==> config.mk <==
export PLATFORM = sky130hd
export DESIGN_NAME = cpuCtl
export DESIGN_NICKNAME = d
export VERILOG_FILES = /design/src/common/cromPkg.sv /design/src/common/ks10Pkg.sv /design/src/pi/pi.sv /design/src/apr.sv /design/src/cpuCtl.sv /design/src/intf.sv /design/src/timer.sv
export SDC_FILE = /design/constraint.sdc
export NUM_CORES = 1
export LEC_CHECK = 0
export ABC_AREA = 1
export BUFFER_PORTS_ARGS = -buffer_cell sky130_fd_sc_hd__buf_4
export CAP_MARGIN = 5
export CORE_MARGIN = 2
export CORE_UTILIZATION = 49
export DETAILED_ROUTE_END_ITERATION = 6
export PLACE_DENSITY_LB_ADDON = 0.05
export SETUP_SLACK_MARGIN = 0.05
export SLEW_MARGIN = 30
export SYNTH_ARGS = -nofsm -noshare
export SYNTH_HDL_FRONTEND = slang
export SYNTH_SLANG_ARGS = --single-unit
==> constraint.sdc <==
create_clock -name clkT -period 2 [get_ports clkT]
set_input_delay 0.1 -clock clkT [delete_from_list [all_inputs] [get_ports clkT]]
set_output_delay 0.1 -clock clkT [all_outputs]
set_load 0.05 [all_outputs]
==> src/common/cromPkg.sv <==
// Control-ROM microword layout, special-function codes and dp bit fields the control blocks decode
package cromPkg;

   //////////////////////////////////////////////////
   // Special functions
   //////////////////////////////////////////////////

   typedef enum logic [3:0] {
      SPEC_NOP       = 4'h0,   // Nothing for these blocks
      SPEC_APRSET    = 4'h1,   // Load APR level and enables
      SPEC_APRCLR    = 4'h2,   // Clear APR flags
      SPEC_PISET     = 4'h3,   // Load PI on and level enables
      SPEC_PIGRANT   = 4'h4,   // Take the requested level
      SPEC_PIDISMISS = 4'h5,   // Drop the current level
      SPEC_CONSCLR   = 4'h6,   // Clear console exec and cont
      SPEC_HALT      = 4'h7    // Stop the processor
   } spec_t;

   // Microword slice seen by the control blocks
   typedef struct packed {
      spec_t      spec;        // Special function
      logic [3:0] spare;       // Rest of the ROM word, ignored here
   } cromWord_t;

   //////////////////////////////////////////////////
   // dp bit fields
   //////////////////////////////////////////////////

   // APRSET and APRCLR
   localparam int DP_APR_LEV_MSB = 24;   // APR level
   localparam int DP_APR_LEV_LSB = 26;
   localparam int DP_APR_EN_MSB  = 31;   // Enables or flags to clear
   localparam int DP_APR_EN_LSB  = 34;
   localparam int DP_APR_CSL     = 35;   // Console interrupt flag

   // PISET
   localparam int DP_PI_ON      = 28;    // PI system on
   localparam int DP_PI_LEV_MSB = 29;    // Level 1 enable
   localparam int DP_PI_LEV_LSB = 35;    // Level 7 enable

endpackage

==> src/common/ks10Pkg.sv <==
// KS10 machine word, priority and interrupt types and timer constants used by the control blocks
package ks10Pkg;

   //////////////////////////////////////////////////
   // Datapath and interrupt types
   //////////////////////////////////////////////////

   typedef logic [0:35] word_t;        // 36-bit word with bit 0 as MSB
   typedef logic [0:2]  pri_t;         // Level 1 is highest and 0 means none
   typedef logic [1:7]  intrVec_t;     // One request bit per level

   localparam int PI_LEVELS = 7;       // Priority levels 1 to 7

   // APR flags in the same order as dp bits 31 to 34
   typedef struct packed {
      logic intCsl;                    // Interrupt to console
      logic timerDone;                 // Interval timer expired
      logic nxmErr;                    // Nonexistent memory
      logic cslReq;                    // Console asks for attention
   } aprFlags_t;

   // Flags able to raise the APR request
   localparam aprFlags_t APR_INTR_MASK = '{intCsl: 1'b0, timerDone: 1'b1,
                                           nxmErr: 1'b1, cslReq: 1'b1};

   localparam int TIMER_TICKS = 16;                   // Clocks per timer period
   localparam int TIMER_WIDTH = $clog2(TIMER_TICKS);  // Period counter width

   // One-hot request vector for a level, empty for level 0
   function automatic intrVec_t priToVec(pri_t pri);
      intrVec_t vec;
      for (int i = 1; i <= PI_LEVELS; i++) begin
         vec[i] = (pri == pri_t'(i));
      end
      return vec;
   endfunction

endpackage

==> src/pi/pi.sv <==
// Priority interrupt controller with level enables, active levels and request arbitration
module pi (
   input  logic               clkT,
   input  logic               rstN,
   input  logic               clkenDP,     // Datapath strobe
   input  cromPkg::cromWord_t crom,
   input  ks10Pkg::word_t     dp,          // Datapath bus
   input  ks10Pkg::intrVec_t  aprIntr,     // APR request
   input  ks10Pkg::intrVec_t  ubaIntr,     // Unibus requests
   output ks10Pkg::pri_t      piReqPri,    // Level asking for service
   output ks10Pkg::pri_t      piCurPri,    // Level being serviced
   output logic               piIntr
);

   import ks10Pkg::*;
   import cromPkg::*;

   logic     piOn;       // PI system on
   intrVec_t levelOn;    // Per-level enables
   intrVec_t active;     // Levels in service
   intrVec_t pending;    // Enabled requests
   intrVec_t eligible;   // Requests above the current level

   // Lowest-numbered set bit gives the level
   function automatic pri_t lowestLevel(intrVec_t vec);
      pri_t lev;
      lev = '0;
      for (int i = PI_LEVELS; i >= 1; i--) begin
         if (vec[i]) lev = pri_t'(i);
      end
      return lev;
   endfunction

   //////////////////////////////////////////////////
   // Arbitration
   //////////////////////////////////////////////////

   assign pending  = piOn ? ((aprIntr | ubaIntr) & levelOn) : '0;
   assign piCurPri = lowestLevel(active);

   // Only levels numerically below the current one may interrupt
   always_comb begin
      for (int i = 1; i <= PI_LEVELS; i++) begin
         eligible[i] = pending[i] && ((piCurPri == '0) || (pri_t'(i) < piCurPri));
      end
   end

   assign piReqPri = lowestLevel(eligible);
   assign piIntr   = (piReqPri != '0);

   //////////////////////////////////////////////////
   // PI registers
   //////////////////////////////////////////////////

   always_ff @(posedge clkT or negedge rstN) begin
      if (!rstN) begin
         piOn    <= 1'b0;
         levelOn <= '0;
         active  <= '0;
      end else if (clkenDP) begin
         case (crom.spec)
            SPEC_PISET: begin
               piOn    <= dp[DP_PI_ON];
               levelOn <= dp[DP_PI_LEV_MSB:DP_PI_LEV_LSB];   // dp 29 is level 1
            end
            SPEC_PIGRANT:   active <= active | priToVec(piReqPri);   // No-op when idle
            SPEC_PIDISMISS: active <= active & ~priToVec(piCurPri);  // Highest in service
            default: ;
         endcase
      end
   end

endmodule

==> src/apr.sv <==
// APR flags, enables and level, producing the APR interrupt request and the console interrupt
module apr (
   input  logic               clkT,
   input  logic               rstN,
   input  logic               clkenDP,     // Datapath strobe
   input  cromPkg::cromWord_t crom,
   input  ks10Pkg::word_t     dp,          // Datapath bus
   input  logic               timerIntr,   // Timer period pulse
   input  logic               nxmIntr,     // Bus NXM pulse
   input  logic               cslIntrI,    // Console interrupt level
   output ks10Pkg::intrVec_t  aprIntr,     // Request at the APR level
   output logic               cslIntrO     // Interrupt to console
);

   import ks10Pkg::*;
   import cromPkg::*;

   aprFlags_t flags, flagsNxt;
   aprFlags_t enables, enablesNxt;
   pri_t      level, levelNxt;
   intrVec_t  intrNxt;
   logic      doSet, doClr;

   assign doSet = clkenDP && (crom.spec == SPEC_APRSET);
   assign doClr = clkenDP && (crom.spec == SPEC_APRCLR);

   //////////////////////////////////////////////////
   // Next flags, enables and level
   //////////////////////////////////////////////////

   always_comb begin
      flagsNxt   = flags;
      enablesNxt = enables;
      levelNxt   = level;
      if (doSet) begin
         enablesNxt = aprFlags_t'(dp[DP_APR_EN_MSB:DP_APR_EN_LSB]);
         levelNxt   = dp[DP_APR_LEV_MSB:DP_APR_LEV_LSB];
         if (dp[DP_APR_CSL]) flagsNxt.intCsl = 1'b1;
      end
      if (doClr) begin
         flagsNxt = flagsNxt & ~aprFlags_t'(dp[DP_APR_EN_MSB:DP_APR_EN_LSB]);
         if (dp[DP_APR_CSL]) flagsNxt.intCsl = 1'b0;
      end
      // Hardware events beat a clear in the same cycle
      if (timerIntr) flagsNxt.timerDone = 1'b1;
      if (nxmIntr)   flagsNxt.nxmErr    = 1'b1;
      flagsNxt.cslReq = cslIntrI;              // Just a one-cycle copy
      // Request follows the new flags so both move together
      if (|(flagsNxt & enablesNxt & APR_INTR_MASK)) begin
         intrNxt = priToVec(levelNxt);          // Empty at level 0
      end else begin
         intrNxt = '0;
      end
   end

   always_ff @(posedge clkT or negedge rstN) begin
      if (!rstN) begin
         flags   <= '0;
         enables <= '0;
         level   <= '0;
         aprIntr <= '0;
      end else begin
         flags   <= flagsNxt;
         enables <= enablesNxt;
         level   <= levelNxt;
         aprIntr <= intrNxt;
      end
   end

   assign cslIntrO = flags.intCsl;

endmodule

==> src/cpuCtl.sv <==
// Control-side top level joining the console interface, interval timer, APR and PI controller
module cpuCtl (
   input  logic               clkT,
   input  logic               rstN,
   input  logic               clkenDP,     // Datapath strobe
   input  cromPkg::cromWord_t crom,        // Microword from the sequencer
   input  ks10Pkg::word_t     dp,          // Datapath bus
   input  logic               cslSet,
   input  logic               cslRun,
   input  logic               cslExec,
   input  logic               cslCont,
   input  logic               cslTimerEn,
   input  logic               cslIntrI,
   input  logic               nxmIntr,
   input  ks10Pkg::intrVec_t  ubaIntr,
   output logic               cpuRun,
   output logic               cpuExec,
   output logic               cpuCont,
   output logic               cpuHalt,
   output logic               cslIntrO,
   output logic               piIntr,
   output ks10Pkg::pri_t      piReqPri,
   output ks10Pkg::pri_t      piCurPri
);

   import ks10Pkg::*;

   logic     timerIntr;   // Timer to APR
   intrVec_t aprIntr;     // APR to PI

   intf uIntf (
      .clkT    (clkT),
      .rstN    (rstN),
      .clkenDP (clkenDP),
      .crom    (crom),
      .cslSet  (cslSet),
      .cslRun  (cslRun),
      .cslExec (cslExec),
      .cslCont (cslCont),
      .cpuRun  (cpuRun),
      .cpuExec (cpuExec),
      .cpuCont (cpuCont),
      .cpuHalt (cpuHalt)
   );

   timer uTimer (
      .clkT      (clkT),
      .rstN      (rstN),
      .timerEn   (cslTimerEn),
      .timerIntr (timerIntr)
   );

   apr uApr (
      .clkT      (clkT),
      .rstN      (rstN),
      .clkenDP   (clkenDP),
      .crom      (crom),
      .dp        (dp),
      .timerIntr (timerIntr),
      .nxmIntr   (nxmIntr),
      .cslIntrI  (cslIntrI),
      .aprIntr   (aprIntr),
      .cslIntrO  (cslIntrO)
   );

   pi uPi (
      .clkT     (clkT),
      .rstN     (rstN),
      .clkenDP  (clkenDP),
      .crom     (crom),
      .dp       (dp),
      .aprIntr  (aprIntr),
      .ubaIntr  (ubaIntr),
      .piReqPri (piReqPri),
      .piCurPri (piCurPri),
      .piIntr   (piIntr)
   );

endmodule

==> src/intf.sv <==
// Console run, exec, continue and halt status, loaded by the console and changed by microcode
module intf (
   input  logic               clkT,
   input  logic               rstN,
   input  logic               clkenDP,    // Datapath strobe
   input  cromPkg::cromWord_t crom,
   input  logic               cslSet,     // Console load strobe
   input  logic               cslRun,
   input  logic               cslExec,
   input  logic               cslCont,
   output logic               cpuRun,
   output logic               cpuExec,
   output logic               cpuCont,
   output logic               cpuHalt
);

   import cromPkg::*;

   // Console status bits kept together
   typedef struct packed {
      logic run;
      logic exec;
      logic cont;
      logic halt;
   } cslState_t;

   cslState_t state;

   //////////////////////////////////////////////////
   // Status register
   //////////////////////////////////////////////////

   always_ff @(posedge clkT or negedge rstN) begin
      if (!rstN) begin
         state <= '0;
      end else if (cslSet) begin              // Console wins over microcode
         state.run  <= cslRun;
         state.exec <= cslExec;
         state.cont <= cslCont;
         if (cslRun) begin
            state.halt <= 1'b0;               // Restart leaves halt
         end
      end else if (clkenDP) begin
         case (crom.spec)
            SPEC_CONSCLR: begin
               state.exec <= 1'b0;
               state.cont <= 1'b0;
            end
            SPEC_HALT: begin
               state.run  <= 1'b0;
               state.halt <= 1'b1;
            end
            default: ;                        // Other functions belong elsewhere
         endcase
      end
   end

   assign cpuRun  = state.run;
   assign cpuExec = state.exec;
   assign cpuCont = state.cont;
   assign cpuHalt = state.halt;

endmodule

==> src/timer.sv <==
// Interval timer that counts clocks while enabled and pulses an interrupt once per period
module timer (
   input  logic clkT,
   input  logic rstN,
   input  logic timerEn,      // Console timer enable
   output logic timerIntr     // One-cycle pulse per period
);

   import ks10Pkg::*;

   logic [TIMER_WIDTH-1:0] count;   // Period counter
   logic                   wrap;    // Last tick of the period

   // Period ends on the last count
   assign wrap = (count == TIMER_WIDTH'(TIMER_TICKS - 1));

   //////////////////////////////////////////////////
   // Period counter and pulse
   //////////////////////////////////////////////////

   always_ff @(posedge clkT or negedge rstN) begin
      if (!rstN) begin
         count     <= '0;
         timerIntr <= 1'b0;
      end else if (!timerEn) begin
         count     <= '0;                    // Held at zero while off
         timerIntr <= 1'b0;
      end else begin
         if (wrap) begin
            count <= '0;
         end else begin
            count <= count + 1'b1;
         end
         timerIntr <= wrap;                  // High in the cycle after the wrap
      end
   end

endmodule

# Word-level counts from Yosys, hierarchy flattened
# Index checks and enable logic that the tools add are counted.
[totals]
regBits = 42
inputBits = 61
word_cells = 127
[op_classes]
n_addsub = 1
order_cmp = 7
n_eq_ne = 30
n_mux = 34
n_bitwise = 8
n_reduce_logical = 28
[op_table]
columns = ["op", "count"]
rows = [
  ["3-bit 2-to-1 mux", 15],
  ["3-bit == test, second input constant", 12],
  ["4-bit 2-to-1 mux", 6],
  ["3-bit by 2-bit == test with 1-bit output, second input constant", 6],
  ["4-bit by 3-bit == test with 1-bit output, second input constant", 4],
  ["7-bit AND", 2],
  ["7-bit 2-to-1 mux", 2],
  ["7-bit OR", 2],
  ["7-bit case mux with 2 select lines", 1],
  ["3-bit < comparator, first input constant", 4],
  ["3-bit by 1-bit == test with 1-bit output, second input constant", 3],
  ["1-bit logical AND", 9],
  ["1-bit 2-to-1 mux", 9],
  ["4-bit by 2-bit == test with 1-bit output, second input constant", 2],
  ["2-bit AND reduction", 4],
  ["2-bit nonzero test", 4],
  ["1-bit logical OR", 7],
  ["7-bit NOT", 1],
  ["2-bit by 3-bit < comparator with 1-bit output, first input constant", 2],
  ["4-bit by 1-bit adder with 4-bit output, second input constant", 1],
  ["4-bit AND", 1],
  ["4-bit by 1-bit == test with 1-bit output, second input constant", 1],
  ["4-bit == test, second input constant", 1],
  ["4-bit NOT", 1],
  ["other kinds (8)", 8],
]

# Logic depth before layout (Yosys ltp)
[depth]
ltp_word = 20
ltp_mapped = 17

# Hierarchy
# From an unflattened synthesis, not the netlist that was laid out.
[unflattened]
cells_unflattened = 285
hier_area_um2 = 2229.6
[by_module_without_submodules]
columns = ["mod", "n_inst", "cells_each", "area_each_um2", "seq_area_each_um2"]
rows = [
  ["pi", 1, 145, 1066.0, 375.4],
  ["apr", 1, 94, 749.5, 400.4],
  ["timer", 1, 23, 214.0, 125.1],
  ["intf", 1, 23, 200.2, 100.1],
]

# Worst setup path after synthesis
# No wires, ideal clock.
[synth_timing]
path_type = "register to output"
from = "register uPi.active[1]"
to = "output piIntr"
arrival_time_ns = 2.316
required_ns = 1.900
slack_ns = -0.416
stages_incl_launch_ff = 16
path_buffers = 0
cell_sequence = "dfrtp_1 inv_1 nand2_1 nand2_1 nand2_1 nand2_1 nand2_2 nand2_1 nand2_1 nand2_1 nand2_1 nand2_1 nand2_2 a21oi_4 nor2_1 nand2_1"
[synth_between]
elab_chain_cells = 17
elab_cells_between_ends = 36
cone_classes = "order compare: 7; mux: 13; reduce/logical: 16"
[synth_rtl]
columns = ["element", "line", "rtl"]
rows = [
  ["from (decl)", "pi.sv:20", "intrVec_t active;"],
  ["from (signal assigned)", "pi.sv:66", "SPEC_PIGRANT: active <= active | priToVec(piReqPri);"],
  ["from (signal assigned)", "pi.sv:67", "SPEC_PIDISMISS: active <= active & ~priToVec(piCurPri);"],
  ["3-bit 2-to-1 mux * (6 in a row)", "pi.sv:29", "if (vec[i]) lev = pri_t'(i);"],
  ["via piCurPri[0]", "cpuCtl.sv:23", "output ks10Pkg::pri_t piCurPri"],
  ["3-bit < comparator or 3-bit zero test (tied branches)", "pi.sv:44", "eligible[i] = pending[i] && ((piCurPri == '0) || (pri_t'(i) < piCurPri));"],
  ["1-bit logical OR", "pi.sv:44", ""],
  ["1-bit logical AND", "pi.sv:44", ""],
  ["3-bit 2-to-1 mux (6 in a row)", "pi.sv:29", ""],
  ["3-bit 2-to-1 mux *", "pi.sv:29", ""],
  ["via piReqPri[1]", "cpuCtl.sv:22", "output ks10Pkg::pri_t piReqPri,"],
  ["3-bit nonzero test *", "pi.sv:49", "assign piIntr = (piReqPri != '0);"],
  ["to (decl)", "cpuCtl.sv:21", "output logic piIntr,"],
]
# Mark *: on every way through the listed nets, which the timed path passes. The rest lies on a longest branch.

# Worst setup path in the final report
[layout_timing]
from = "register uPi.active[2]"
to = "output piIntr"
[layout_between]
elab_chain_cells = 16
elab_cells_between_ends = 35
cone_classes = "order compare: 7; mux: 12; reduce/logical: 16"
[layout_rtl]
columns = ["element", "line"]
rows = [
  ["3-bit 2-to-1 mux * (5 in a row)", "pi.sv:29"],
  ["3-bit < comparator or 3-bit zero test (tied branches)", "pi.sv:44"],
  ["1-bit logical OR", "pi.sv:44"],
  ["1-bit logical AND", "pi.sv:44"],
  ["3-bit 2-to-1 mux (6 in a row)", "pi.sv:29"],
  ["3-bit 2-to-1 mux *", "pi.sv:29"],
  ["3-bit nonzero test *", "pi.sv:49"],
]
# Mark *: on every way between the ends. The rest lies on a longest branch, timed or not.

==> run metrics <==
clock network latency to the later pin of the worst-skew pair slightly below 300 ps; final slew viol count 0; element type at the critical path start register; count of antenna-violating nets left after detailed routing 0; total number of nets in the final design 386; design internal power between 1.5 and 2 mW; number of synthesized register bits 40; P_leak between 1.5 and 2 nW; slack of the critical path -129.5 ps; worst path arrival time 2030 ps; Sequential Area about 1000 sq um; number of instances in the synthesized netlist approximately 260; y dimension of the die a little under 70 microns; core region area 4000 sq um; P per Cell Area around 1200 nW/um^2; Reg power frac 31.7%; core utilization of the finished layout 68.91%; Hold Path Class in2reg; # IOs 73; gate family responsible for the most delay along the worst path simple AND/OR/NAND/NOR gates; crit path kind reg2out; DRC violation count after routing 0; most used cell, CP sky130_fd_sc_hd__nand2_1; Critical Path RT around 1900 ps; number of buffers and inverters on the critical path 1; number of filler cells placed in the layout around 360; growth of design area from synthesis to finish 34.90%; warning count from the yosys run 0; Worst setup EP type primary output; vias per std cell about 4.8; unique cell type count in the Yosys netlist 30; critical path peak fanout 4; Die Width between 60 and 70 microns; highest-delay cell along the critical path sky130_fd_sc_hd__dfrtp_1; antenna violations before repair 0; placed wire-length estimate after detailed placement around 3300 microns; maximum level of the CTS H-tree 2; most frequent cells in the layout sky130_fd_sc_hd__nand2_1 (59), sky130_fd_sc_hd__buf_4 (51), sky130_fd_sc_hd__inv_1 (45), sky130_fd_sc_hd__dfrtp_1 (40), sky130_fd_sc_hd__nor2_1 (21); mean area per synthesized cell a little under 8 sq um; ys async rst share between 90% and 100%; all-layer global routing usage about a fifth; max_slew headroom between 60% and 70%; EDFF count, synth 0; largest net degree at the start of global routing 41; sequential-to-total area share from yosys stat 48.99%; Max Clk Rate ~470 MHz; switching share of total power 40.49%; Initial Utilization roughly half; net switching power figure approximately 1.3 mW; DR pass1 iterations 4; Cell Rows 23; GPL Wtd Cong about 0.86; routed len/inst approximately 12 microns; final clock skew about 6.8 ps; I/O Buffers 43; Most used DFF post-synth sky130_fd_sc_hd__dfrtp_1; minimum period implied by the final worst setup slack about 2100 ps; CTS buffer count 5; post-synthesis instance area 2043 sq um; first-pass GRT wire length a little over 7000 microns; Finish-stage setup viols 8; CP Cell Sequence nor2_2, nand2_1, nand2_2, nand2_4, nand3_2, nand2_2, nand2_1, nand2_1, nand2_1, nand2_1, nand2_2, nand2_4, nor2_4, nand2_4, buf_8; global route total overflow 0; share of power burned in combinational logic between 40% and 50%; total die area 4703 sq um; clock transition at the register clock pins on the worst setup and hold paths after CTS about 70 ps; number of max-capacitance violations reported 0; area taken by multi-input logic gates slightly above 900 sq um; clock tree from TritonCTS built; CP max stage delay approximately 410 ps; total clock sinks 40; final wirelength roughly 4400 microns; vias in the first global route about 1600; clock root buffer sky130_fd_sc_hd__clkbuf_8; total via count in the routed design ~1800; drt first-iter violations 74; Hold Fails Final Rpt 0; result of the run finished, violations left; violations in the final reports setup timing; most common cell after layout, fill and taps aside sky130_fd_sc_hd__nand2_1; final critical-path share of the clock period 106.5%; measured slew at the worst slew-check pin roughly 500 ps; post-synth net total 323; layout cell share with drive strength beyond 1 31.38%; clock network power share about a fifth; final sum of negative setup slack -444.4 ps; diodes inserted 0; largest voltage drop on the vdd net around 0.54 mV; setup repair after global routing missed its margin yes; maximum count of clock buffers along a single path 2
[area by class of cell]
type                            instances  area share (%)
Clock buffer                            6           2.633
Tap cell                               50           2.270
Multi-Input combinational cell        168           33.05
Sequential cell                        40           36.31
Timing Repair Buffer                   57           16.57
Inverter                               52           7.898
Clock inverter                          2           1.271
[registers in the layout (all words and copies together), names as in the netlist]
| name | flops |
|---|---|
| uPi.piOn | 1 |
| uTimer.count | 4 |
| uIntf.cpuCont | 1 |
| uIntf.cpuRun | 1 |
| uApr.flags | 2 |
| uIntf.cpuHalt | 1 |
| uApr.aprIntr | 7 |
| uApr.cslIntrO | 1 |
| uIntf.cpuExec | 1 |
| uPi.levelOn | 7 |
| uTimer.timerIntr | 1 |
| uApr.enables | 3 |
| uApr.level | 3 |
| uPi.active | 7 |
[logic make-up (layout without fill, tap and decap cells)]
kind of cell	after synthesis	count (layout)	share of synthesized area [%]
and+or+nand+nor	125	125	27.92
DFF	40	40	48.99
muxes	1	1	0.5511
AOI/OAI and AO/OA	39	39	11.27
buffers and inverters	53	117	9.798
adders and majority gates	1	1	0.6123
xor gates and xnor gates	2	2	0.8575
[power groups by stage]
stage	combinational, mW	clock, mW	sequential, mW
after floorplan	0.926	0	1.05
after global placement	1.28	0	1.02
after detailed placement	1.30	0	1.02
after CTS	1.46	0.654	1.00
after global routing	1.65	0.689	1.02
final	1.53	0.639	1.01
[what timing repair did]
| item | CTS | global route |
|---|---|---|
| resized for setup | 12 | 7 |
| setup endpoints to repair | 4 | 10 |
| hold buffers | 1 | 0 |
| pin swaps | 10 | 8 |
| hold endpoints to repair | 40 | 0 |
| gates cloned | 0 | 0 |
| setup buffers | 7 | 2 |
[worst min-delay path: stages]
cell and delay [ps]:
sky130_fd_sc_hd__buf_4 70, sky130_fd_sc_hd__nand2_1 40, sky130_fd_sc_hd__o21ai_0 60
[path summary, 6_finish.rpt]
path | from | end | slack, ps | cells after the start
worst max register to register | uPi.active[2]$_DFFE_PN0P_ | uPi.active[6]$_DFFE_PN0P_ | -50 | 18
worst min register to register | uTimer.timerIntr$_DFF_PN0_ | uApr.flags[2]$_DFF_PN0_ | 460 | 2
max in group asynchronous | rstN | uTimer.count[0]$_DFF_PN0_ | 1320 | 2
min in group asynchronous | rstN | uPi.active[0]$_DFFE_PN0P_ | 320 | 2
worst max-delay path | uPi.active[2]$_DFFE_PN0P_ | piIntr | -130 | 15
worst min-delay path | cslCont | uIntf.cpuCont$_DFFE_PN0P_ | 20 | 3
[per-stage QoR]
step | instances | total power, mW | setup slack, ps | hold slack (ps) | cell area (sq um)
floorplan | 261 | 1.973 | 15.69 | -195.6 | 2092
global placement | 357 | 2.301 | 76.06 | 110.5 | 2504
detailed placement | 357 | 2.319 | 66.61 | 107.4 | 2504
CTS | 373 | 3.119 | -135.1 | 11.13 | 2721
global route | 375 | 3.361 | -294.0 | 13.56 | 2756
finish | 375 | 3.172 | -129.5 | 18.31 | 2756
[cells in the mapped netlist, types with 3 or more instances]
cell	instances	share of area (%)
sky130_fd_sc_hd__nand2_1	65	12
sky130_fd_sc_hd__inv_1	46	8.5
sky130_fd_sc_hd__dfrtp_1	40	49
sky130_fd_sc_hd__nor2_1	23	4.2
sky130_fd_sc_hd__o21ai_0	20	4.9
sky130_fd_sc_hd__nand3_1	13	3.2
sky130_fd_sc_hd__a21oi_1	7	1.7
sky130_fd_sc_hd__nand2_2	7	2.1
sky130_fd_sc_hd__inv_2	5	0.92
sky130_fd_sc_hd__nand3_2	3	1.5
sky130_fd_sc_hd__nand4_1	3	0.92
sky130_fd_sc_hd__nor2_2	3	0.92
sky130_fd_sc_hd__o21ai_1	3	0.73
sky130_fd_sc_hd__o31ai_1	3	1.1
sky130_fd_sc_hd__or2_2	3	0.92
[routing by layer]
metal  global-route usage, %  vias to the layer above  routed length [microns]
met2                   35.22                       38                     2171
met5                       0                        -                        0
li1                        -                      943                        -
met1                   26.83                      812                     1921
met4                   7.500                        0                       79
met3                   5.032                        8                      196
Power figures use the tool's default switching activity.
